==> config.mk <==
export PLATFORM = sky130hd
export DESIGN_NAME = dcache_line_store
export DESIGN_NICKNAME = d
export VERILOG_FILES = /design/src/common/dcache_pkg.sv /design/src/common/mem_pkg.sv /design/src/dcache/dcache_line_store.sv
export SDC_FILE = /design/constraint.sdc
export NUM_CORES = 2
export LEC_CHECK = 0
export BUFFER_PORTS_ARGS = -buffer_cell sky130_fd_sc_hd__buf_2
export CAP_MARGIN = 40
export CORE_AREA = 3 3 383 385
export CTS_CLUSTER_DIAMETER = 200
export CTS_CLUSTER_SIZE = 10
export DETAILED_ROUTE_END_ITERATION = 12
export DIE_AREA = 0 0 386 388
export GPL_TIMING_DRIVEN = 0
export PLACE_DENSITY = 0.77
export SYNTH_ARGS = -nofsm -noshare
export SYNTH_HDL_FRONTEND = slang
export SYNTH_SLANG_ARGS = --single-unit
==> constraint.sdc <==
create_clock -name clk -period 15.5 [get_ports clk]
set_clock_uncertainty 0.2 [all_clocks]
set_input_delay 3.1 -clock clk [delete_from_list [all_inputs] [get_ports clk]]
set_output_delay 3.1 -clock clk [all_outputs]
set_load 0.01 [all_outputs]
==> src/common/dcache_pkg.sv <==
package dcache_pkg;

  localparam int ADDR_W    = 12;
  localparam int TAG_W     = 4;
  localparam int INDEX_W   = 4;
  localparam int WORD_W    = 2;
  localparam int BYTE_W    = 2;
  localparam int NUM_LINES = 16;
  localparam int DATA_W    = 32;

  // controller states
  localparam int                 STATE_W   = 3;
  localparam logic [STATE_W-1:0] ST_IDLE   = 3'd0;
  localparam logic [STATE_W-1:0] ST_LOOKUP = 3'd1;
  localparam logic [STATE_W-1:0] ST_WBACK  = 3'd2;
  localparam logic [STATE_W-1:0] ST_REFILL = 3'd3;
  localparam logic [STATE_W-1:0] ST_FINISH = 3'd4;

  typedef struct packed {
    logic [TAG_W-1:0]   tag;
    logic [INDEX_W-1:0] index;
    logic [WORD_W-1:0]  word;
    logic [BYTE_W-1:0]  byte_off;
  } cpu_cache_view_t;

  // block number is tag and index taken together
  typedef struct packed {
    logic [TAG_W+INDEX_W-1:0] block;
    logic [WORD_W+BYTE_W-1:0] offset;
  } cpu_mem_view_t;

  typedef union packed {
    cpu_cache_view_t cache;
    cpu_mem_view_t   mem;
  } cpu_addr_u;

endpackage

==> src/common/mem_pkg.sv <==
package mem_pkg;

  // one cache line per DRAM access
  localparam int LINE_W = 128;

  // block number sent to the DRAM
  localparam int BLOCK_W = 8;

  // byte storage of the DRAM model
  localparam int MEM_DEPTH = 4096;

  // counter value at which mem_ready fires
  localparam logic [1:0] LAT_MAX = 2'd3;

endpackage

==> src/dcache/dcache_line_store.sv <==
module dcache_line_store (
  input  logic                           clk,
  input  logic                           rst_n,
  input  logic                           lookup,
  input  logic                           store_en,
  input  logic                           refill_en,
  input  logic                           mark_clean,
  input  logic                           req_we,
  input  logic [dcache_pkg::TAG_W-1:0]   req_tag,
  input  logic [dcache_pkg::INDEX_W-1:0] req_index,
  input  logic [dcache_pkg::WORD_W-1:0]  req_word,
  input  logic [dcache_pkg::DATA_W-1:0]  req_wdata,
  input  logic [mem_pkg::LINE_W-1:0]     mem_rdata,
  output logic                           hit,
  output logic                           victim_dirty,
  output logic [dcache_pkg::TAG_W-1:0]   victim_tag,
  output logic [mem_pkg::LINE_W-1:0]     victim_line,
  output logic [dcache_pkg::DATA_W-1:0]  rdata
);

  logic [dcache_pkg::TAG_W-1:0] tag_mem  [dcache_pkg::NUM_LINES];
  logic [mem_pkg::LINE_W-1:0]   data_mem [dcache_pkg::NUM_LINES];
  logic [dcache_pkg::NUM_LINES-1:0] valid;
  logic [dcache_pkg::NUM_LINES-1:0] dirty;
  logic [mem_pkg::LINE_W-1:0]   cur_line;
  logic [mem_pkg::LINE_W-1:0]   merged_line;
  logic                         access;

  assign cur_line     = data_mem[req_index];
  assign victim_line  = cur_line;
  assign victim_tag   = tag_mem[req_index];
  assign victim_dirty = valid[req_index] && dirty[req_index];
  assign hit          = valid[req_index] && (tag_mem[req_index] == req_tag);

  // lookup hit, or the post-refill access
  assign access = (lookup && hit) || store_en;

  always_comb begin
    merged_line = cur_line;
    merged_line[req_word*dcache_pkg::DATA_W +: dcache_pkg::DATA_W] = req_wdata;
  end

  always_ff @(posedge clk) begin
    if (!rst_n) begin
      valid <= '0;
      dirty <= '0;
    end else if (refill_en) begin
      valid[req_index] <= 1'b1;
      dirty[req_index] <= 1'b0;
    end else if (access && req_we) begin
      dirty[req_index] <= 1'b1;
    end else if (mark_clean) begin
      dirty[req_index] <= 1'b0;
    end
  end

  always_ff @(posedge clk) begin
    if (refill_en) begin
      tag_mem[req_index]  <= req_tag;
      data_mem[req_index] <= mem_rdata;
    end else if (access && req_we) begin
      data_mem[req_index] <= merged_line;
    end
  end

  // load word lands on the same edge that raises done
  always_ff @(posedge clk) begin
    if (access && !req_we) begin
      rdata <= cur_line[req_word*dcache_pkg::DATA_W +: dcache_pkg::DATA_W];
    end
  end

endmodule

==> metrics.log <==
[metrics] outcome: completed
[metrics] routed via count: between 40000 and 50000
[metrics] maximum number of pins on one net before global-route repair: 23
[metrics] core outline area: 143500 um^2
[metrics] kind of capture point of the worst setup path: output port
[metrics] count of buffers inserted at the top-level ports: 338
[metrics] Rows: roughly 140
[metrics] first-pass GRT wire length: between 300 and 400 mm
[metrics] fraction of registers with async set or reset after synthesis: 0%
[metrics] Clock Tree Root: clkbuf_16
[metrics] die extent in x: 386 um
[metrics] number of antenna-violating nets in the routed design: 0
[metrics] CTS max path bufs: 3
[metrics] area overhead of the layout relative to synthesis: 16.42%
[metrics] Layout Nets: ~4700
[metrics] TritonCTS buffer count: between 200 and 250
[metrics] remaining routing DRC violations: 0
[metrics] Clk network pwr share: 38.5%
[metrics] number of failing hold endpoints at the final stage: 0
[metrics] MaxCap Viol Count: 0
[metrics] data required time at the worst endpoint: between 10000 and 15000 ps
[metrics] setup repair after global routing missed its margin: false
[metrics] first-pass iteration count of the detailed router: 9
[metrics] cells after synthesis: 3774
[metrics] internal power consumption: 9708 uW
[metrics] Leak: ~0.032 uW
[metrics] transition time at the pin with the least slew margin: 1065 ps
[metrics] die outline height: 388 um
[metrics] total instance count after detailed placement: 6213
[metrics] Seq/Total Area, Yosys: 75.77%
[metrics] final HPWL from detailed placement: 187.0 mm
[metrics] type of element launching the critical path: input pin
[metrics] total track usage: 38.20%
[metrics] Routed wire per std cell: 43.07 um
[metrics] Ys Warns: 0
[metrics] share of power burned in combinational logic: 8.9%
[metrics] via count of the first global-routing pass: between 40000 and 50000
[metrics] Final period util: 66.67%
[metrics] number of max-slew violations in the final report: 0
[metrics] starting density of the core: 59.81%
[metrics] power per standard cell area: 126.7 nW/um^2
[metrics] worst-case headroom to the max-slew limit: 29.01%
[metrics] Post-DP Area: 93550 um^2
[metrics] top-level I/O count: 343
[metrics] clock latency on the worst-skew pair: 870 ps
[metrics] Sequential Power Share: 52.6%
[metrics] achievable frequency: 96.78 MHz
[metrics] routability-driven placement congestion ratio: about 0.9
[metrics] Filler Cells Inserted: 8083
[metrics] cell area after synthesis: about 86000 um^2
[metrics] clock tree from TritonCTS: done
[metrics] path type of the worst setup path: in2out
[metrics] share of cells above drive strength 1: 35.30%
[metrics] number of synthesized register bits: ~2200
[metrics] gr ovfl total: 0
[metrics] final wirelength: around 280 mm
[metrics] post-synthesis average cell area: 22.74 um^2
[metrics] Final setup violation count: 0
[metrics] IR Drop Worst-Case VDD: 0.1003 mV
[metrics] hold-fix buffer count after cts: 0
[metrics] net count of the mapped netlist: just under 4000
[metrics] number of instances resized during post-cts repair: 0
[metrics] clock-pin slew on the worst setup and hold paths: ~60 ps
[metrics] number of sinks driven by the clock tree: roughly 2200
[metrics] Top FF cell, synth: edfxtp_1
[metrics] number of synthesized flops with an enable pin: about 2100
[metrics] starting DRC count in detailed routing: 8480
[metrics] Unique masters post-synth: 41
[metrics] fin crit period: between 10000 and 15000 ps
[metrics] Crit path arrival time: 7030 ps
[metrics] post-detailed-route via-to-cell ratio: approximately 7.4
[metrics] final cell count without fillers: 6522
[metrics] switching pwr: roughly 3000 uW
[metrics] HP Class: reg2reg
[metrics] number of H-tree levels: 4
[metrics] number of antenna violations at the first check in global routing: 44
[metrics] net switching share of the total power: a little under a quarter
[metrics] post-CTS setup-driven buffer insertion count: 0
[metrics] Max Fanout on Critical Path: 10
[metrics] design area: 99900 um^2
[metrics] setup_tns: 0 ps
[metrics] die outline area: around 150000 um^2
==> synthesized netlist by cell type (24+ instances only) <==
master / count / area share, %
mux2_2: 24 / 0.31
dfxtp_1: 32 / 0.75
edfxtp_1: 2144 / 75
clkbuf_1: 93 / 0.41
mux4_2: 696 / 18
nor2_1: 34 / 0.15
buf_2: 69 / 0.40
nand2_1: 144 / 0.63
o21ai_0: 145 / 0.85
inv_1: 133 / 0.58
mux2_1: 109 / 1.4
buf_1: 33 / 0.14
==> metrics by stage <==
stage / util (%) / worst slack [ps] / hold slack [ps] / total power (uW)
global route: 69.57 / 5204 / 284.1 / 12860
floorplan: - / 949.1 / 235.4 / 7304
finish: 69.63 / 5167 / 266.0 / 12660
detailed placement: 65.20 / 5352 / 252.2 / 7832
global placement: 62.65 / -12860 / 242.8 / 7787
CTS: 69.55 / 5312 / 266.3 / 12600
==> power groups by stage <==
stage / logic [uW] / registers, uW / clock network, uW
6_report: 1120 / 6660 / 4880
3_5_place_dp: 1060 / 6770 / 0
5_1_grt: 1130 / 6660 / 5070
3_3_place_gp: 978 / 6810 / 0
4_1_cts: 1080 / 6660 / 4860
2_1_floorplan: 524 / 6780 / 0
==> kinds of logic (layout without fill, tap and decap cells) <==
kind of cell | count (synthesis) | after routing | synth area share (%)
fa+ha+maj | 5 | 5 | 0.07290
flops | 2176 | 2176 | 75.77
other cells | 0 | 33 | 0
xor+xnor | 1 | 1 | 0.01021
compound gates | 190 | 190 | 1.250
buf+inv | 343 | 1155 | 1.719
mux | 834 | 834 | 20.07
simple gates | 225 | 225 | 1.108
==> area by class of cell <==
cell class | count | area [um^2] | area share (%)
inverters | 133 | 499.2 | 0.4997
plain buffers | 210 | 979.7 | 0.9807
clock buffers | 260 | 6017 | 6.023
repair buffers | 539 | 5258 | 5.263
multi-input cells | 1255 | 19450 | 19.47
clock inverters | 13 | 214.0 | 0.2142
flip-flops and latches | 2176 | 65020 | 65.09
diodes | 33 | 82.58 | 0.08266
well taps | 1903 | 2381 | 2.383
==> sequential cells by signal (all words and copies together), names as in the netlist, named ones only <==
name	count
data_mem	2048
tag_mem	64
rdata	32
valid	16
==> worst paths after layout <==
kind | from | endpoint | slack [ps] | cells past startpoint
min reg2reg | valid[14]$_SDFFE_PN0P_ | valid[14]$_SDFFE_PN0P_ | 270 | 1
max | req_index[1] | victim_line[66] | 5170 | 11
min | valid[14]$_SDFFE_PN0P_ | valid[14]$_SDFFE_PN0P_ | 270 | 1
max reg2reg | tag_mem[15][1]$_DFFE_PP_ | data_mem[15][18]$_DFFE_PP_ | 10090 | 15
==> layout by cell type (no fill, tap or decap), drive strengths merged, types with 3 or more instances in the layout <==
master,count
mux2i,5
nand3,7
mux2,133
o211ai,16
dfxtp,32
clkinv,6
nor2,34
inv,139
or2,3
o21ai,145
nand2,144
diode,33
nor3,11
edfxtp,2144
clkbuf,353
buf,656
ha,5
mux4,696
and3,3
o22ai,3
nand2b,6
nor2b,8
o21a,17
==> worst max-delay path: stages <==
cell and delay (ps):
buf_4 200, buf_4 240, buf_2 290, clkbuf_1 190, buf_6 230, clkbuf_1 690, buf_8 260, buf_2 510
mux4_2 400, mux4_2 670, buf_2 220
==> per-layer routing <==
metal	vias up	share of wire, %	track usage (%)
met1	24430	30	48.95
met5	-	0.12	0.4873
met4	30	7.3	21.88
met3	1024	18	17.72
met2	5288	44	54.13
li1	17380	-	-
Power figures use the tool's default switching activity.
