--- config.mk ---
export PLATFORM = sky130hd
export DESIGN_NAME = dcache_addr_decode
export DESIGN_NICKNAME = d
export VERILOG_FILES = /design/src/common/dcache_pkg.sv /design/src/common/mem_pkg.sv /design/src/dcache/dcache_addr_decode.sv
export SDC_FILE = /design/constraint.sdc
export NUM_CORES = 1
export LEC_CHECK = 0
export ABC_CLOCK_PERIOD_IN_PS = 3600
export BUFFER_PORTS_ARGS = -buffer_cell sky130_fd_sc_hd__buf_4
export CELL_PAD_IN_SITES_DETAIL_PLACEMENT = 0
export CELL_PAD_IN_SITES_GLOBAL_PLACEMENT = 2
export CORE_MARGIN = 4
export CORE_UTILIZATION = 25
export CTS_CLUSTER_SIZE = 28
export DETAILED_ROUTE_END_ITERATION = 6
export PLACE_DENSITY_LB_ADDON = 0.25
export SLEW_MARGIN = 25
export SYNTH_ARGS = -nofsm -noshare
export SYNTH_HDL_FRONTEND = slang
export SYNTH_SLANG_ARGS = --single-unit
--- constraint.sdc ---
create_clock -name clk -period 3.6 [get_ports clk]
set_clock_uncertainty 0.2 [all_clocks]
set_input_delay 0.36 -clock clk [delete_from_list [all_inputs] [get_ports clk]]
set_output_delay 0.36 -clock clk [all_outputs]
set_load 0.03 [all_outputs]
--- src/common/dcache_pkg.sv ---
package dcache_pkg;

  localparam int ADDR_W    = 12;
  localparam int TAG_W     = 4;
  localparam int INDEX_W   = 4;
  localparam int WORD_W    = 2;
  localparam int BYTE_W    = 2;
  localparam int NUM_LINES = 16;
  localparam int DATA_W    = 32;

  // controller states
  localparam int                 STATE_W   = 3;
  localparam logic [STATE_W-1:0] ST_IDLE   = 3'd0;
  localparam logic [STATE_W-1:0] ST_LOOKUP = 3'd1;
  localparam logic [STATE_W-1:0] ST_WBACK  = 3'd2;
  localparam logic [STATE_W-1:0] ST_REFILL = 3'd3;
  localparam logic [STATE_W-1:0] ST_FINISH = 3'd4;

  typedef struct packed {
    logic [TAG_W-1:0]   tag;
    logic [INDEX_W-1:0] index;
    logic [WORD_W-1:0]  word;
    logic [BYTE_W-1:0]  byte_off;
  } cpu_cache_view_t;

  // block number is tag and index taken together
  typedef struct packed {
    logic [TAG_W+INDEX_W-1:0] block;
    logic [WORD_W+BYTE_W-1:0] offset;
  } cpu_mem_view_t;

  typedef union packed {
    cpu_cache_view_t cache;
    cpu_mem_view_t   mem;
  } cpu_addr_u;

endpackage

--- src/common/mem_pkg.sv ---
package mem_pkg;

  // one cache line per DRAM access
  localparam int LINE_W = 128;

  // block number sent to the DRAM
  localparam int BLOCK_W = 8;

  // byte storage of the DRAM model
  localparam int MEM_DEPTH = 4096;

  // counter value at which mem_ready fires
  localparam logic [1:0] LAT_MAX = 2'd3;

endpackage

--- src/dcache/dcache_addr_decode.sv ---
module dcache_addr_decode (
  input  logic                           clk,
  input  logic                           rst_n,
  input  logic                           req,
  input  logic                           we,
  input  logic [dcache_pkg::ADDR_W-1:0]  addr,
  input  logic [dcache_pkg::DATA_W-1:0]  wdata,
  input  logic                           busy,
  output logic                           req_valid,
  output logic                           req_we,
  output logic [dcache_pkg::DATA_W-1:0]  req_wdata,
  output logic [dcache_pkg::TAG_W-1:0]   req_tag,
  output logic [dcache_pkg::INDEX_W-1:0] req_index,
  output logic [dcache_pkg::WORD_W-1:0]  req_word,
  output logic [mem_pkg::BLOCK_W-1:0]    req_block
);

  dcache_pkg::cpu_addr_u addr_q;
  logic                  accept;

  // a request while busy is dropped
  assign accept = req && !busy;

  always_ff @(posedge clk) begin
    if (!rst_n) begin
      req_valid <= 1'b0;
    end else begin
      req_valid <= accept;
    end
  end

  always_ff @(posedge clk) begin
    if (accept) begin
      addr_q    <= addr;
      req_we    <= we;
      req_wdata <= wdata;
    end
  end

  // cache fields and DRAM block come from the same captured word
  assign req_tag   = addr_q.cache.tag;
  assign req_index = addr_q.cache.index;
  assign req_word  = addr_q.cache.word;
  assign req_block = addr_q.mem.block;

endmodule

==> run_results.csv, run 1 <==
group,metric,value,unit
run_status,status,"finished clean",
place,numPortBuffers,98,
clock_network,cts-buffers-inserted,5,
worst_setup_path,crit_path_max_incr_delay,580,ps
clock_network,postCtsSetupBuffers,0,
floorplan,die_w,82.47,um
floorplan,ios,101,
layout,final_common_cell,"buf_4",
power_and_ir_drop,p_seq_share,55.6,%
layout,area_growth,63.90,%
clock_network,cts_resized,0,
sta,grt_setup_unrepaired,"false",
layout,layout_common_cells,"98 x buf_4, 43 x edfxtp_1, 5 x clkbuf_8",
yosys,yosysTopAreaCell,"edfxtp_1",
sta,fin_crit,1519,ps
routing,avgRoutedWirePerCell,13.86,um
power_and_ir_drop,power_frac_clock,27.0,%
power_and_ir_drop,switching_share,25.68,%
worst_setup_path,path_cells,"buf_4 > nor2b_4 > buf_16",
routing,drt_iter0_markers,17,
sta,fmax,658.2,MHz
global_route,antenna_found_initial,0,
clock_network,root_buffer,"clkbuf_8",
clock_network,clk_pin_slew,80,ps
worst_hold_path,worstHoldEndpoint,"req_wdata[5]$_DFFE_PP_",
yosys,synth_fa_ha_area_share,0,%
yosys,synth_top_family_by_area,"buffers and inverters",
power_and_ir_drop,intPower,0.0008147,W
sta,holdWs,40.81,ps
routing,postRouteWirelength,3091,um
place,dp_hpwl,2470,um
yosys,synth_seq_cells,44,
yosys,synth_top_area_share,93.14,%
clock_network,h-tree-depth,2,
worst_setup_path,cp.required,3400,ps
global_route,grtUsageTotal,9.160,%
power_and_ir_drop,power_switching,0.0002815,W
layout,layout-drive-gt1-share,69.93,%
sta,setup_viol,0,
yosys,synthXorXnorAreaFrac,0,%
worst_setup_path,path_max_fanout,23,
worst_setup_path,setup.worst_path.start_class,"input port",
power_and_ir_drop,irDropWorstVdd,0.2330,mV
worst_setup_path,endpoint_kind,"flip-flop",
routing,postRouteAntennaNets,0,
worst_setup_path,worstSetupPathType,"in2reg",
clock_network,clockBufferDepth,2,
floorplan,start_util,26.47,%
sta,hold_viol,0,
floorplan,die_area,6800,sq um
worst_hold_path,min_path_cells,1,
yosys,synth_warnings,0,
worst_hold_path,hold_class,"in2reg",
floorplan,die_h,82.47,um
sta,worst_slew_pin_slew,730.1,ps
worst_setup_path,arrival,1320,ps
sta,max_slew_margin,51.22,%
routing,viasPerCell,3.812,
clock_network,cts.sinks,44,
yosys,syn_inst,54,
global_route,grt_pass1_vias,880,
yosys,ys_seq_area_share,94.58,%
routing,drc,0,
floorplan,core.rowCount,26,
clock_network,cts_hold_buf,0,
run,timing.max_cap.violations,0,
yosys,synth-compound-area-share,0,%
yosys,ys_types,5,
yosys,synthesis.area,1386,sq um
sta,drv_slew,0,
sta,period_share,42.20,%
global_route,grt-ovfl-total,0,
yosys,synth.mux.area_fraction,0,%
power_and_ir_drop,power.share.combinational,17.4,%
power_and_ir_drop,power_density,482.4,nW/um^2
global_route,grt_pass1_wl,4436,um
sta,finalSetupTns,0,ps
yosys,yosys-top-cells-area,"edfxtp_1 93%, buf_4 4.3%, dfxtp_1 1.4%, and3b_1 0.63%, nor2b_1 0.45%",
clock_network,cts_tree,"built",
layout,fin_nets,201,
place,place_congestion,0.6421,
yosys,syn_area_per_cell,25.67,sq um
routing,vias,850,
yosys,synth_fp_nets,103,
global_route,grt_max_degree,24,
routing,drt-pass1-iter-count,3,
floorplan,core-area,5238,sq um
worst_setup_path,cpMaxStageDelayCell,"nor2b_4",
layout,n_antenna_cell,0,
power_and_ir_drop,p_leak,0.9473,nW
worst_hold_path,hold_start,"wdata[5]",
yosys,synthSimpleGateAreaFrac,1.083,%
## power groups by stage
stage	Sequential (W)	Clock [W]	Combinational [W]
3_3_place_gp	0.000621	0	0.000188
4_1_cts	0.000610	0.000314	0.000193
2_1_floorplan	0.000691	0	0.0000277
5_1_grt	0.000613	0.000336	0.000200
6_report	0.000610	0.000296	0.000191
3_5_place_dp	0.000622	0	0.000194
## metal layers
layer	share of wire, %	vias to the layer above	wire length, um	GRT usage [%]
met5	0	-	0	0
met4	0.91	0	28	2.990
met3	16	4	491	5.423
met2	51	62	1581	16.11
met1	32	389	989	8.877
li1	-	395	-	-
## cells in the mapped netlist
master	n
edfxtp_1	43
and3b_1	1
buf_4	8
dfxtp_1	1
nor2b_1	1
## worst max-delay path, delay by kind of cell
family / cells / cell delay (ps)
buf+inv: 2 / 360
simple gates: 1 / 580
## registers in the layout (all words and copies together) (netlist names)
register and flops:
req_wdata 32, req_we 1, addr_q 10, req_valid 1
## area by class of cell
cell class              instances  area (sq um)
clock buffers                   5         68.82
flip-flops and latches         44          1311
repair buffers                 99         763.2
clock inverters                 3         18.77
multi-input cells               2         22.52
fillers                       501          2965
well taps                      70         87.58
## how the worst max path moves through the flow
| stage | cells after the start | to | slack, ps | startpoint |
|---|---|---|---|---|
| 4_1_cts | 3 | addr_q[6]$_DFFE_PP_ | 2080 | busy |
| 3_3_place_gp | 2 | addr_q[6]$_DFFE_PP_ | 1630 | busy |
| 6_report | 3 | addr_q[6]$_DFFE_PP_ | 2080 | busy |
| 5_1_grt | 3 | addr_q[6]$_DFFE_PP_ | 2020 | busy |
| 2_1_floorplan | 1 | addr_q[10]$_DFFE_PP_ | 650 | busy |
| 3_5_place_dp | 3 | req_wdata[17]$_DFFE_PP_ | 1750 | busy |
## through the flow
| stage | util, % | total power [W] | cell area, sq um | std cells | worst slack (ps) |
|---|---|---|---|---|---|
| final | 43.38 | 0.001096 | 2272 | 223 | 2081 |
| after detailed placement | 41.71 | 0.0008154 | 2185 | 215 | 1753 |
| after CTS | 43.38 | 0.001118 | 2272 | 223 | 2077 |
| after global routing | 43.38 | 0.001149 | 2272 | 223 | 2017 |
| after global placement | 41.18 | 0.0008089 | 2157 | 214 | 1634 |
| after floorplan | - | 0.0007187 | 1386 | 54 | 653.9 |
## logic make-up after synthesis
| logic type | after synthesis |
|---|---|
| flops | 44 |
| simple gates | 2 |
| buf+inv | 8 |
(Power assumes the default switching activity.)
==> inputs of run 2 (changes only) <==
--- a/config.mk
+++ b/config.mk
@@ -5,12 +5,12 @@
 export SDC_FILE = /design/constraint.sdc
 export NUM_CORES = 1
 export LEC_CHECK = 0
-export ABC_CLOCK_PERIOD_IN_PS = 3600
+export ABC_CLOCK_PERIOD_IN_PS = 1200
 export BUFFER_PORTS_ARGS = -buffer_cell sky130_fd_sc_hd__buf_4
 export CELL_PAD_IN_SITES_DETAIL_PLACEMENT = 0
 export CELL_PAD_IN_SITES_GLOBAL_PLACEMENT = 2
 export CORE_MARGIN = 4
-export CORE_UTILIZATION = 25
+export CORE_UTILIZATION = 22
 export CTS_CLUSTER_SIZE = 28
 export DETAILED_ROUTE_END_ITERATION = 6
 export PLACE_DENSITY_LB_ADDON = 0.25
==> constraint.sdc (replaced) <==
create_clock -name clk -period 1.2 [get_ports clk]
set_clock_uncertainty 0.2 [all_clocks]
set_input_delay 0.12 -clock clk [delete_from_list [all_inputs] [get_ports clk]]
set_output_delay 0.12 -clock clk [all_outputs]
set_load 0.03 [all_outputs]
==> run 2 against run 1 <==
  * Die area up 12%
  * Clock power rose to 3.0 times the previous value
  * Flip-flop and latch count unchanged
  * Sequential share of layout area down 12 points
  * Critical path depth down 2
  * Utilization up 3.9 points
  * Critical endpoint is now req_tag[0]
  * Combinational power rose to 3.8 times the previous value
  * Non-clock buffer count up 47
  * Final area up 25%
  * Final cell count up 23%
  * Via count up 20%
  * Global-route usage up 1.0 points
  * Highest routed layer unchanged
==> run_results.csv, run 2 (synthesis gave the netlist of run 1 again) <==
group,metric,value,unit
layout,largest-register,"req_wdata",
run,timing.max_cap.violations,0,
sta,grt_setup_unrepaired,"true",
worst_setup_path,path_max_fanout,2,
clock_network,cts.sinks,44,
layout,area_growth,105.5,%
global_route,grt-ovfl-total,0,
layout,finalNonFillerCells,275,
sta,fmax,837.1,MHz
place,numPortBuffers,98,
power_and_ir_drop,total_power,0.003467,W
worst_setup_path,crit_path_max_incr_delay,430,ps
sta,setup_viol,0,
layout,n_antenna_cell,0,
sta,worst_slew_pin_slew,186.8,ps
routing,vias,1024,
power_and_ir_drop,irDropWorstVdd,0.7101,mV
sta,period_share,99.55,%
layout,largestRegisters,"req_wdata x32, addr_q x10",
clock_network,h-tree-depth,2,
routing,postRouteWirelength,3742,um
floorplan,start_util,23.01,%
place,dp_cells,221,
worst_setup_path,path_cells,"buf_6",
worst_setup_path,cp_top_family,"flip-flops",
clock_network,cts-buffers-inserted,5,
worst_setup_path,crit_buf_inv,1,
global_route,grtUsageTotal,10.16,%
global_route,antenna_found_initial,0,
routing,drc,0,
worst_setup_path,worstSetupPathType,"reg2out",
routing,avgRoutedWirePerCell,13.61,um
layout,layout_common_cells,"69 x buf_4, 46 x dlygate4sd3_1, 43 x edfxtp_1",
floorplan,core.rowCount,28,
routing,drt_iter0_markers,15,
routing,drt-pass1-iter-count,2,
sta,max_slew_margin,87.54,%
worst_setup_path,setup.worst_path.start_class,"flip-flop",
global_route,grt_pass1_vias,1166,
clock_network,clk_pin_slew,80,ps
floorplan,die_area,7635,sq um
clock_network,postCtsSetupBuffers,0,
routing,viasPerCell,3.724,
worst_setup_path,cp.required,880,ps
layout,largest_reg_flops,32,
floorplan,core-area,6026,sq um
worst_setup_path,cpMaxStageDelayCell,"edfxtp_1",
clock_network,cts_tree,"built",
layout,layout-drive-gt1-share,53.50,%
place,place_congestion,0.6716,
worst_setup_path,endpoint_kind,"output port",
worst_setup_path,arrival,870,ps
run_status,status,"finished clean",
global_route,grt_pass1_wl,5830,um
sta,fin_crit,1195,ps
floorplan,die_w,87.38,um
worst_hold_path,hold_class,"in2reg",
sta,hold_viol,0,
floorplan,die_h,87.38,um
sta,drv_slew,0,
global_route,grt_max_degree,35,
power_and_ir_drop,power_density,1217,nW/um^2
routing,postRouteAntennaNets,0,
clock_network,root_buffer,"clkbuf_8",
power_and_ir_drop,p_leak,1.183,nW
clock_network,clockBufferDepth,2,
layout,fin_nets,248,
floorplan,ios,101,
layout,final_common_cell,"buf_4",
run 2: cell types whose count changed in the layout (fill, tap and decap cells not counted), sizes merged:
| cell | delta |
|---|---|
| buf | +1 |
| dlygate4sd3 | +46 |
| clkbuf | +2 |
| clkinvlp | -2 |
run 2: final cells by class:
| cell class | instances | area (sq um) |
|---|---|---|
| flip-flops and latches | 44 | 1311 |
| multi-input cells | 2 | 22.52 |
| clock inverters | 1 | 8.758 |
| clock buffers | 7 | 76.32 |
| well taps | 75 | 93.84 |
| repair buffers | 146 | 1336 |
| fillers | 533 | 3177 |
run 2: report_power, final:
part	internal (W)	switching (W)	total [W]	leakage (nW)
combinational	0.000380	0.000355	0.000735	0.729
sequential	0.00180	0.0000439	0.00184	0.412
clock	0.000416	0.000472	0.000888	0.0424
run 2: stage by stage:
step	hold WS, ps	TNS [ps]	setup WS (ps)	instance area (sq um)	util, %
after floorplan	18.87	-9018	-209.7	1394	-
after global placement	98.34	0	75.03	2191	36.36
after detailed placement	99.45	0	55.87	2191	36.36
after CTS	102.9	-29.20	-12.77	2736	45.41
after global routing	109.0	-688.5	-57.67	2849	47.28
final	110.6	0	5.400	2849	47.28
run 2: final timing paths:
| path | from | to | depth (start not counted) |
|---|---|---|---|
| setup / recovery | addr_q[8]$_DFFE_PP_ | req_tag[0] | 1 |
| hold / removal | busy | req_wdata[6]$_DFFE_PP_ | 3 |
run 2: what timing repair did:
item                                   4_1_cts  5_1_grt
setup endpoints to repair                    5       32
gates cloned                                 0        0
endpoints found under the hold margin       44        0
resized for setup                            0       30
hold buffers                                46        0
run 2: metal layers:
layer,up-vias,part of all wire (%),GRT usage (%)
li1,489,-,-
met1,473,32,9.976
met2,58,56,18.15
met3,4,11,5.393
met4,0,0.83,3.347
met5,-,0,0
