## src/common/dcache_pkg.sv

```systemverilog
package dcache_pkg;

  localparam int ADDR_W    = 12;
  localparam int TAG_W     = 4;
  localparam int INDEX_W   = 4;
  localparam int WORD_W    = 2;
  localparam int BYTE_W    = 2;
  localparam int NUM_LINES = 16;
  localparam int DATA_W    = 32;

  // controller states
  localparam int                 STATE_W   = 3;
  localparam logic [STATE_W-1:0] ST_IDLE   = 3'd0;
  localparam logic [STATE_W-1:0] ST_LOOKUP = 3'd1;
  localparam logic [STATE_W-1:0] ST_WBACK  = 3'd2;
  localparam logic [STATE_W-1:0] ST_REFILL = 3'd3;
  localparam logic [STATE_W-1:0] ST_FINISH = 3'd4;

  typedef struct packed {
    logic [TAG_W-1:0]   tag;
    logic [INDEX_W-1:0] index;
    logic [WORD_W-1:0]  word;
    logic [BYTE_W-1:0]  byte_off;
  } cpu_cache_view_t;

  // block number is tag and index taken together
  typedef struct packed {
    logic [TAG_W+INDEX_W-1:0] block;
    logic [WORD_W+BYTE_W-1:0] offset;
  } cpu_mem_view_t;

  typedef union packed {
    cpu_cache_view_t cache;
    cpu_mem_view_t   mem;
  } cpu_addr_u;

endpackage

```

## src/common/mem_pkg.sv

```systemverilog
package mem_pkg;

  // one cache line per DRAM access
  localparam int LINE_W = 128;

  // block number sent to the DRAM
  localparam int BLOCK_W = 8;

  // byte storage of the DRAM model
  localparam int MEM_DEPTH = 4096;

  // counter value at which mem_ready fires
  localparam logic [1:0] LAT_MAX = 2'd3;

endpackage

```

## src/dcache/dcache_ctrl.sv

```systemverilog
module dcache_ctrl (
  input  logic                           clk,
  input  logic                           rst_n,
  input  logic                           req_valid,
  input  logic [dcache_pkg::INDEX_W-1:0] req_index,
  input  logic [mem_pkg::BLOCK_W-1:0]    req_block,
  input  logic                           hit,
  input  logic                           victim_dirty,
  input  logic [dcache_pkg::TAG_W-1:0]   victim_tag,
  input  logic                           mem_ready,
  output logic                           busy,
  output logic                           done,
  output logic                           lookup,
  output logic                           store_en,
  output logic                           refill_en,
  output logic                           mark_clean,
  output logic                           rden,
  output logic                           wren,
  output logic [mem_pkg::BLOCK_W-1:0]    mem_addr
);

  logic [dcache_pkg::STATE_W-1:0] state;
  logic [dcache_pkg::STATE_W-1:0] state_nxt;

  always_comb begin
    state_nxt = state;
    case (state)
      dcache_pkg::ST_IDLE: begin
        if (req_valid) begin
          state_nxt = dcache_pkg::ST_LOOKUP;
        end
      end
      dcache_pkg::ST_LOOKUP: begin
        if (hit) begin
          state_nxt = dcache_pkg::ST_IDLE;
        end else if (victim_dirty) begin
          state_nxt = dcache_pkg::ST_WBACK;
        end else begin
          state_nxt = dcache_pkg::ST_REFILL;
        end
      end
      dcache_pkg::ST_WBACK: begin
        if (mem_ready) begin
          state_nxt = dcache_pkg::ST_REFILL;
        end
      end
      dcache_pkg::ST_REFILL: begin
        if (mem_ready) begin
          state_nxt = dcache_pkg::ST_FINISH;
        end
      end
      dcache_pkg::ST_FINISH: begin
        state_nxt = dcache_pkg::ST_IDLE;
      end
      default: begin
        state_nxt = dcache_pkg::ST_IDLE;
      end
    endcase
  end

  always_ff @(posedge clk) begin
    if (!rst_n) begin
      state <= dcache_pkg::ST_IDLE;
      done  <= 1'b0;
    end else begin
      state <= state_nxt;
      // the access completes on a lookup hit or after the refilled line is in place
      done  <= (lookup && hit) || store_en;
    end
  end

  assign lookup   = (state == dcache_pkg::ST_LOOKUP);
  assign store_en = (state == dcache_pkg::ST_FINISH);

  // strobes drop in the cycle mem_ready is seen so the DRAM counter restarts clean
  assign wren = (state == dcache_pkg::ST_WBACK) && !mem_ready;
  assign rden = (state == dcache_pkg::ST_REFILL) && !mem_ready;

  assign mark_clean = (state == dcache_pkg::ST_WBACK) && mem_ready;
  assign refill_en  = (state == dcache_pkg::ST_REFILL) && mem_ready;

  // victim block during write-back, requested block otherwise
  assign mem_addr = (state == dcache_pkg::ST_WBACK) ? {victim_tag, req_index} : req_block;

  assign busy = req_valid || (state != dcache_pkg::ST_IDLE);

endmodule

```

## config.mk

```make
export PLATFORM = sky130hd
export DESIGN_NAME = dcache_ctrl
export DESIGN_NICKNAME = d
export VERILOG_FILES = /design/src/common/dcache_pkg.sv /design/src/common/mem_pkg.sv /design/src/dcache/dcache_ctrl.sv
export SDC_FILE = /design/constraint.sdc
export NUM_CORES = 1
export LEC_CHECK = 0
export ABC_CLOCK_PERIOD_IN_PS = 1050
export BUFFER_PORTS_ARGS = -buffer_cell sky130_fd_sc_hd__buf_2
export CORE_AREA = 2 2 39 41
export DETAILED_ROUTE_END_ITERATION = 7
export DIE_AREA = 0 0 41 43
export PLACE_DENSITY = 0.68
export SLEW_MARGIN = 10
export SYNTH_ARGS = -nofsm -noshare
export SYNTH_HDL_FRONTEND = slang
export SYNTH_SLANG_ARGS = --single-unit
```

## constraint.sdc

```tcl
create_clock -name clk -period 1.05 [get_ports clk]
set_input_delay 0.0525 -clock clk [delete_from_list [all_inputs] [get_ports clk]]
set_output_delay 0.0525 -clock clk [all_outputs]
set_load 0.01 [all_outputs]
```

==> results of run 1 <==
logic make-up after synthesis:
group / after synthesis
AOI/OAI and AO/OA: 4
xor gates and xnor gates: 1
buffers and inverters: 1
DFF: 4
muxes: 8
and+or+nand+nor: 17
registers in the layout (all words and copies together), names as in the netlist:
name,cells
done,1
state,3
power groups by stage:
stage,Combinational (mW),Sequential (mW),Clock (mW)
final,0.366,0.177,0.194
after global routing,0.397,0.179,0.210
after CTS,0.329,0.185,0.199
after detailed placement,0.249,0.184,0
after global placement,0.245,0.184,0
after floorplan,0.160,0.175,0
stage by stage:
stage | utilization [%] | area (sq um) | setup slack (ns) | power, mW
after floorplan | - | 369 | -0.0151 | 0.335
after global placement | 42.9 | 593 | -0.115 | 0.429
after detailed placement | 42.9 | 593 | -0.139 | 0.432
after CTS | 53.2 | 736 | -0.325 | 0.713
after global routing | 56.1 | 777 | -0.359 | 0.785
final | 56.1 | 777 | -0.319 | 0.738
final timing paths:
| check | endpoint | slack [ns] | from | cells after the start |
|---|---|---|---|---|
| worst min-delay path | done$_SDFF_PN0_ | 0.05 | rst_n | 2 |
| worst min register to register | state[0]$_SDFFE_PN0P_ | 0.59 | state[1]$_SDFFE_PN0P_ | 2 |
| worst max-delay path | busy | -0.32 | state[0]$_SDFFE_PN0P_ | 3 |
| worst max register to register | state[0]$_SDFFE_PN0P_ | 0.04 | state[0]$_SDFFE_PN0P_ | 4 |
worst max-delay path, delay by kind of cell, from the launching register on:
family | cells | cell delay [ns]
flip-flops | 1 | 0.35
AND/OR/NAND/NOR | 2 | 0.60
buffers and inverters | 1 | 0.14
routing by layer:
| layer | part of all wire [%] | GRT usage [%] | up-vias |
|---|---|---|---|
| li1 | - | - | 218 |
| met1 | 35 | 10.6 | 189 |
| met2 | 46 | 20.9 | 37 |
| met3 | 19 | 4.19 | 0 |
| met4 | 0 | 4.00 | 0 |
| met5 | 0 | 0 | - |
cells in the final DEF (no fill, tap or decap):
cell       count
xnor2_1        1
dfxtp_2        2
nand2_4        1
mux2_4         8
buf_4          2
or3_1          1
and2_1         2
nor3b_1        1
clkbuf_4       3
nor3_2         1
buf_2         28
o21ai_0        1
dfxtp_4        1
nand2b_1       1
nor2_2         1
dfxtp_1        1
or2_1          1
buf_6         13
nor2_4         2
a2bb2oi_1      1
a211oi_1       1
o21a_1         1
nand2b_4       2
nor2_1         2
nor3b_2        2
buf_12         1
nor2_8         1
cell type report:
class                   instances  share of cell area (%)
repair buffers                 44                    41.4
clock buffers                   3                    2.90
flip-flops and latches          4                    11.1
well taps                      16                    2.58
multi-input cells              31                    42.0
repair_timing:
| item | 4_1_cts | 5_1_grt |
|---|---|---|
| pin swaps | 4 | 4 |
| resized for setup | 19 | 6 |
| setup endpoints to repair | 19 | 18 |
| gates cloned | 1 | 0 |
| buffers inserted | 2 | 2 |
==> results.sh, run 1 <==
export IMPL_core_sq_mm=0.00138
export IMPL_antenna_found_initial=0
export IMPL_crit_type="flop to primary output"
export IMPL_finClkSkew_ns=0.00217
export IMPL_worst_skew_pair_late_latency_ns=0.23
export IMPL_required_ns=1.00
export IMPL_netlist_area_leader_share_pct=32.8
export IMPL_violations="negative setup slack"
export IMPL_timing_hold_ws_ns=0.0531
export IMPL_synth_edff_count=0
export IMPL_async_reset_ff_share_pct=0
export IMPL_grt_use_total_pct=11.5
export IMPL_endpoint_kind="primary output"
export IMPL_min_period_over_period_pct=130
export IMPL_dp_cells=91
export IMPL_numCtsBuffers=3
export IMPL_dieArea_sq_mm=0.00176
export IMPL_hold_viol=0
export IMPL_grt_pass1_vias=416
export IMPL_leakagePower_nw=0.392
export IMPL_cts_tree="built"
export IMPL_syn_area_per_cell_sq_um=10.5
export IMPL_slew_violations=0
export IMPL_grt_pass1_wl_mm=1.43
export IMPL_netlist_area_sq_um=367
export IMPL_fmaxAchievable_mhz=730
export IMPL_place_congestion=0.713
export IMPL_setup_slack_ns=-0.319
export IMPL_power_density_mw_per_mm2=950
export IMPL_clk_pin_slew_ns=0.04
export IMPL_yosysWarnings=0
export IMPL_clock_power_share_pct=26.3
export IMPL_crit_path_start_kind="flop"
export IMPL_routed_wl_mm=1.06
export IMPL_drc_errors=0
export IMPL_synth_compound_area_share_pct=7.85
export IMPL_synth_xor_area_share_pct=2.39
export IMPL_p_int_mw=0.515
export IMPL_ys_seq_area_share_pct=21.8
export IMPL_p_switching_mw=0.223
export IMPL_viasPerCell=4.53
export IMPL_synth_top_area_cell="mux2_4"
export IMPL_status="complete, but fails checks"
export IMPL_syn_to_final_growth_pct=112
export IMPL_drive_above_1_share_pct=82.9
export IMPL_ir_drop_v=0.000588
export IMPL_ys_types=18
export IMPL_hold_class="primary input to flop"
export IMPL_fp_dieH_um=43
export IMPL_cp_slowest_cell="or3_1"
export IMPL_htree_levels=1
export IMPL_netSwitchingFraction_pct=30.3
export IMPL_antenna_cells=0
export IMPL_cts_max_path_buffers=2
export IMPL_io_pins=38
export IMPL_drt_iter0_markers=1
export IMPL_max_slew_worst_pin_slew_ns=0.188
export IMPL_synthSimpleGateAreaFrac_pct=32.1
export IMPL_cts_sinks=4
export IMPL_cts_hold_buf=0
export IMPL_drt_pass1_iterations=2
export IMPL_path_cells="or3_1 -> or2_1 -> buf_2"
export IMPL_portBuffers=37
export IMPL_synthTopCellsByCount="mux2_4, dfxtp_1, nor2_1"
export IMPL_sequentialPowerShare_pct=24.0
export IMPL_crit_path_max_fanout=3
export IMPL_nets=106
export IMPL_synth_fp_nets=57
export IMPL_wire_per_inst_um=10.8
export IMPL_combPwrFrac_pct=49.6
export IMPL_fin_tns_setup_ns=-3.69
export IMPL_grt_max_degree=6
export IMPL_overflow=0
export IMPL_synth_adder_area_share_pct=0
export IMPL_multiInputGateArea_sq_um=327
export IMPL_n_fill_cell=118
export IMPL_slew_headroom_pct=87.4
export IMPL_ant_nets=0
export IMPL_ys_top_cells_by_area="mux2_4, dfxtp_1, nor3b_1, nor2_8, nor2_1"
export IMPL_clock_root_buffer="clkbuf_4"
export IMPL_synth_top_family_by_area="multiplexers"
export IMPL_rsz0062_at_grt="true"
export IMPL_fin_crit_ns=1.37
export IMPL_setup_viol=15
export IMPL_initial_utilization_pct=26.5
export IMPL_syn_inst=35
export IMPL_crit_path_max_incr_delay_ns=0.37
export IMPL_synth_seq_cells=4
export IMPL_cap_violations=0
export IMPL_ff_latch_area_sq_um=86.3
export IMPL_arrival_ns=1.32
export IMPL_fin_cells=98
export IMPL_muxShareOfSynthArea_pct=32.8
export IMPL_place_hpwl_um=762
export IMPL_routed_via_count=444
export IMPL_die_x_um=41
export IMPL_rows=14
export IMPL_ys_flop_type="dfxtp_1"
export IMPL_post_synth_top_count_cell="mux2_4"
(Power assumes the default switching activity.)
==> run 2: changes to the inputs <==
Settings changed: GPL_TIMING_DRIVEN from default to 0, SETUP_SLACK_MARGIN from default to 0.15, TNS_END_PERCENT from default to 10.
==> run 2 against run 1 <==
The flow still finishes with violations (negative setup slack). Hold slack worse by 0.018 ns. Final area decreased by 2.6%. Global-route usage up 3.0 points. Critical path depth up 1. Combinational power fell by 3%. Maximum frequency fell by 2.5%. First-iteration DRC count stayed put. Sequential share of layout area is 0.29 points higher. Critical endpoint unchanged. Largest power group unchanged.
==> results.sh, run 2 (synthesis results as in run 1) <==
export IMPL_status="complete, but fails checks"
export IMPL_violations="negative setup slack"
export IMPL_drc_errors=0
export IMPL_crit_family="simple AND/OR/NAND/NOR gates"
export IMPL_post_route_cell_area_sq_um=757
export IMPL_dieArea_sq_mm=0.00176
export IMPL_place_ws_ns=-0.193
export IMPL_hold_viol=0
export IMPL_nets=106
export IMPL_placed_area_sq_um=574
export IMPL_critPathBufInv=2
export IMPL_top_register="state"
export IMPL_overflow=0
export IMPL_min_period_over_period_pct=134
export IMPL_place_hpwl_um=766
export IMPL_clock_root_buffer="clkbuf_4"
export IMPL_finalPower_mw=0.732
export IMPL_max_slew_worst_pin_slew_ns=0.176
export IMPL_syn_to_final_growth_pct=106
export IMPL_leakagePower_nw=0.380
export IMPL_final_cell_mix="buf_2, buf_6, mux2_4"
export IMPL_antenna_found_initial=0
export IMPL_dp_cells=88
export IMPL_drive_above_1_share_pct=84.1
export IMPL_numCtsBuffers=3
export IMPL_die_x_um=41
export IMPL_core_sq_mm=0.00138
export IMPL_ant_nets=0
export IMPL_grt_use_total_pct=14.5
export IMPL_initial_utilization_pct=26.5
export IMPL_final_util_pct=54.7
export IMPL_viasPerCell=4.57
export IMPL_crit_path_start_kind="flop"
export IMPL_routed_wl_mm=1.15
export IMPL_timing_hold_ws_ns=0.0354
export IMPL_slew_headroom_pct=88.2
export IMPL_crit_type="flop to primary output"
export IMPL_antenna_cells=0
export IMPL_cts_sinks=4
export IMPL_cp_slowest_cell="or3_4"
export IMPL_setup_viol=15
export IMPL_endpoint_kind="primary output"
export IMPL_setup_slack_ns=-0.354
export IMPL_drt_iter0_markers=1
export IMPL_power_density_mw_per_mm2=967
export IMPL_reg_largest_list="state (3), done (1)"
export IMPL_htree_levels=1
export IMPL_worst_skew_pair_late_latency_ns=0.24
export IMPL_cap_violations=0
export IMPL_crit_path_max_incr_delay_ns=0.32
export IMPL_fin_tns_setup_ns=-4.12
export IMPL_crit_path_max_fanout=5
export IMPL_rows=14
export IMPL_layout_commonest_cell="buf_2"
export IMPL_finClkSkew_ns=0.00435
export IMPL_path_cells="buf_6 -> or3_4 -> or2_1 -> buf_2"
export IMPL_n_fill_cell=142
export IMPL_grt_max_degree=7
export IMPL_grt_pass1_vias=456
export IMPL_fmaxAchievable_mhz=712
export IMPL_ir_drop_v=0.000533
export IMPL_io_pins=38
export IMPL_grt_pass1_wl_mm=1.70
export IMPL_rrSetupSlack_ns=0.03
export IMPL_drt_pass1_iterations=3
export IMPL_fp_dieH_um=43
export IMPL_hold_class="primary input to flop"
export IMPL_clk_pin_slew_ns=0.04
export IMPL_place_congestion=0.615
export IMPL_wire_per_inst_um=11.7
export IMPL_cts_max_path_buffers=2
export IMPL_slew_violations=0
export IMPL_rsz0062_at_grt="true"
export IMPL_required_ns=1.00
export IMPL_largest_reg_flops=3
export IMPL_fin_cells=98
export IMPL_fin_crit_ns=1.40
export IMPL_routed_via_count=448
export IMPL_arrival_ns=1.35
export IMPL_portBuffers=37
export IMPL_cts_tree="built"
-- run 2: report_power, final --
| group | internal (mW) | leakage, nW | switching (mW) | total, mW |
|---|---|---|---|---|
| Sequential | 0.164 | 0.0342 | 0.00948 | 0.174 |
| Clock | 0.129 | 0.0138 | 0.0744 | 0.203 |
| Combinational | 0.208 | 0.332 | 0.147 | 0.356 |
-- run 2: worst paths after layout --
| path | cells past startpoint | endpoint | startpoint |
|---|---|---|---|
| setup / recovery | 4 | busy | state[0]$_SDFFE_PN0P_ |
| hold / removal | 2 | state[2]$_SDFFE_PN0P_ | rst_n |
| setup reg to reg | 4 | state[0]$_SDFFE_PN0P_ | state[0]$_SDFFE_PN0P_ |
| hold reg to reg | 1 | state[0]$_SDFFE_PN0P_ | state[1]$_SDFFE_PN0P_ |
-- run 2: area by class of cell --
| cell class | instances | area, sq um | area share, % |
|---|---|---|---|
| plain buffers | 1 | 11.3 | 1.49 |
| clock buffers | 3 | 22.5 | 2.98 |
| multi-input cells | 31 | 333 | 44.0 |
| flip-flops and latches | 4 | 86.3 | 11.4 |
| well taps | 16 | 20.0 | 2.64 |
| repair buffers | 43 | 284 | 37.5 |
-- run 2: metal layers --
metal | GRT usage [%] | vias up | share of wire, %
met4 | 10.0 | 0 | 2.4
met5 | 0 | - | 0
met2 | 27.8 | 30 | 55
met3 | 1.57 | 2 | 10
met1 | 11.9 | 197 | 32
li1 | - | 219 | -
-- run 2: timing repair --
item	CTS	global route
endpoints found under the setup margin	18	19
hold buffers	0	0
gates resized for setup	14	8
setup buffers	5	1
hold endpoints to repair	0	0
pin swaps	3	2
gates cloned	1	0
==> run 3: changes to the inputs <==
Settings changed: CAP_MARGIN from default to 20, GPL_TIMING_DRIVEN 0 to default.
==> run 3 against run 2 <==
The run still ends with negative setup slack left. Clock power shrank 7%. Total power shrank 7.3%. First-iteration DRC count grew 100%. Utilization shrank 3.4 points. Non-clock buffer count shrank 3. Setup slack gained 0.022 ns. Sequential share of layout area grew 0.76 points. Die area is the same. Register-to-register slack gained 0.02 ns. Combinational power shrank 16%. Largest cell class unchanged. Largest power group unchanged. Highest routed layer is now met3.
==> results.sh, run 3 (synthesis results as in run 1) <==
export IMPL_p_switching_mw=0.203
export IMPL_min_period_over_period_pct=132
export IMPL_drt_pass1_iterations=2
export IMPL_place_congestion=0.723
export IMPL_syn_to_final_growth_pct=93.5
export IMPL_path_cells="nand2b_4 -> nor2_4 -> mux2_4 -> buf_6"
export IMPL_hold_class="primary input to flop"
export IMPL_violations="negative setup slack"
export IMPL_setup_slack_ns=-0.332
export IMPL_viasPerCell=4.61
export IMPL_cp_slowest_cell="mux2_4"
export IMPL_rows=14
export IMPL_grt_pass1_vias=387
export IMPL_layout_commonest_cell="buf_2"
export IMPL_p_int_mw=0.476
export IMPL_largest_reg_flops=3
export IMPL_hold_viol=0
export IMPL_fp_dieH_um=43
export IMPL_numCtsBuffers=3
export IMPL_antenna_found_initial=0
export IMPL_fin_cells=95
export IMPL_core_sq_mm=0.00138
export IMPL_clk_pin_slew_ns=0.04
export IMPL_final_cell_mix="buf_2, buf_6, mux2_4"
export IMPL_cts_tree="built"
export IMPL_fin_crit_ns=1.38
export IMPL_cts_sinks=4
export IMPL_nets=103
export IMPL_max_slew_worst_pin_slew_ns=0.196
export IMPL_slew_violations=0
export IMPL_netSwitchingFraction_pct=29.9
export IMPL_grt_max_degree=7
export IMPL_arrival_ns=1.33
export IMPL_io_pins=38
export IMPL_n_fill_cell=126
export IMPL_ant_nets=0
export IMPL_final_util_pct=51.3
export IMPL_rsz0062_at_grt="true"
export IMPL_drt_iter0_markers=2
export IMPL_grt_use_total_pct=12.9
export IMPL_portBuffers=37
export IMPL_crit_path_start_kind="flop"
export IMPL_place_hpwl_um=740
export IMPL_cts_max_path_buffers=2
export IMPL_cts_hold_buf=0
export IMPL_crit_path_max_incr_delay_ns=0.32
export IMPL_leakagePower_nw=0.363
export IMPL_htree_levels=1
export IMPL_top_register="state"
export IMPL_fmaxAchievable_mhz=723
export IMPL_combPwrFrac_pct=44.2
export IMPL_finClkSkew_ns=0.00239
export IMPL_worst_skew_pair_late_latency_ns=0.23
export IMPL_sequentialPowerShare_pct=28.0
export IMPL_status="complete, but fails checks"
export IMPL_crit_family="simple AND/OR/NAND/NOR gates"
export IMPL_crit_path_max_fanout=4
export IMPL_wire_per_inst_um=10.8
export IMPL_slew_headroom_pct=86.8
export IMPL_overflow=0
export IMPL_crit_type="flop to primary output"
export IMPL_cap_violations=0
export IMPL_clock_root_buffer="clkbuf_4"
export IMPL_initial_utilization_pct=26.5
export IMPL_routed_via_count=438
export IMPL_clock_power_share_pct=27.7
export IMPL_reg_largest_list="state (3), done (1)"
export IMPL_drive_above_1_share_pct=79.7
export IMPL_setup_viol=15
export IMPL_drc_errors=0
export IMPL_dp_cells=91
export IMPL_die_x_um=41
export IMPL_power_density_mw_per_mm2=957
export IMPL_antenna_cells=0
export IMPL_routed_wl_mm=1.03
export IMPL_endpoint_kind="primary output"
export IMPL_dieArea_sq_mm=0.00176
export IMPL_grt_pass1_wl_mm=1.53
export IMPL_critPathBufInv=1
export IMPL_ir_drop_v=0.000538
export IMPL_required_ns=1.00
-- run 3: final cells by class --
| cell class | count | area [sq um] | area share, % |
|---|---|---|---|
| tap | 16 | 20.0 | 2.82 |
| clock buffer | 3 | 22.5 | 3.17 |
| multi-input combinational | 31 | 312 | 43.9 |
| sequential | 4 | 86.3 | 12.2 |
| timing repair buffer | 41 | 269 | 37.9 |
-- run 3: what timing repair did --
| action | CTS | global route |
|---|---|---|
| resized for setup | 15 | 1 |
| setup endpoints to repair | 19 | 19 |
| gates cloned | 1 | 0 |
| pin swaps | 2 | 1 |
| setup buffers | 0 | 0 |
-- run 3: metrics by stage --
| step | cell area (sq um) | power, mW | setup WS [ns] | hold slack [ns] | TNS, ns |
|---|---|---|---|---|---|
| floorplan | 369 | 0.335 | -0.0152 | 0.155 | -0.128 |
| global placement | 593 | 0.429 | -0.123 | 0.287 | -1.11 |
| detailed placement | 593 | 0.431 | -0.141 | 0.297 | -1.20 |
| CTS | 704 | 0.685 | -0.340 | 0.0659 | -3.63 |
| global route | 709 | 0.727 | -0.388 | 0.0776 | -4.29 |
| finish | 709 | 0.679 | -0.332 | 0.0730 | -3.45 |
-- run 3: path summary, 6_finish.rpt --
| path | start | slack [ns] | to | cells past startpoint |
|---|---|---|---|---|
| hold reg to reg | state[1]$_SDFFE_PN0P_ | 0.59 | state[0]$_SDFFE_PN0P_ | 2 |
| setup / recovery | state[2]$_SDFFE_PN0P_ | -0.33 | mem_addr[0] | 4 |
| hold / removal | rst_n | 0.07 | done$_SDFF_PN0_ | 2 |
| setup reg to reg | state[0]$_SDFFE_PN0P_ | 0.05 | state[0]$_SDFFE_PN0P_ | 3 |
-- run 3: power groups by stage --
stage	clock network (mW)	registers [mW]	logic, mW
floorplan	0	0.175	0.160
global route	0.206	0.192	0.329
global placement	0	0.184	0.245
CTS	0.195	0.190	0.300
detailed placement	0	0.183	0.248
finish	0.188	0.190	0.300
-- run 3: per-layer routing --
layer / wire (um) / share of wire (%) / track usage, %
met5: 0 / 0 / 0
met4: 0 / 0 / 4.00
met3: 116 / 11 / 4.71
met2: 534 / 52 / 21.9
met1: 378 / 37 / 13.9
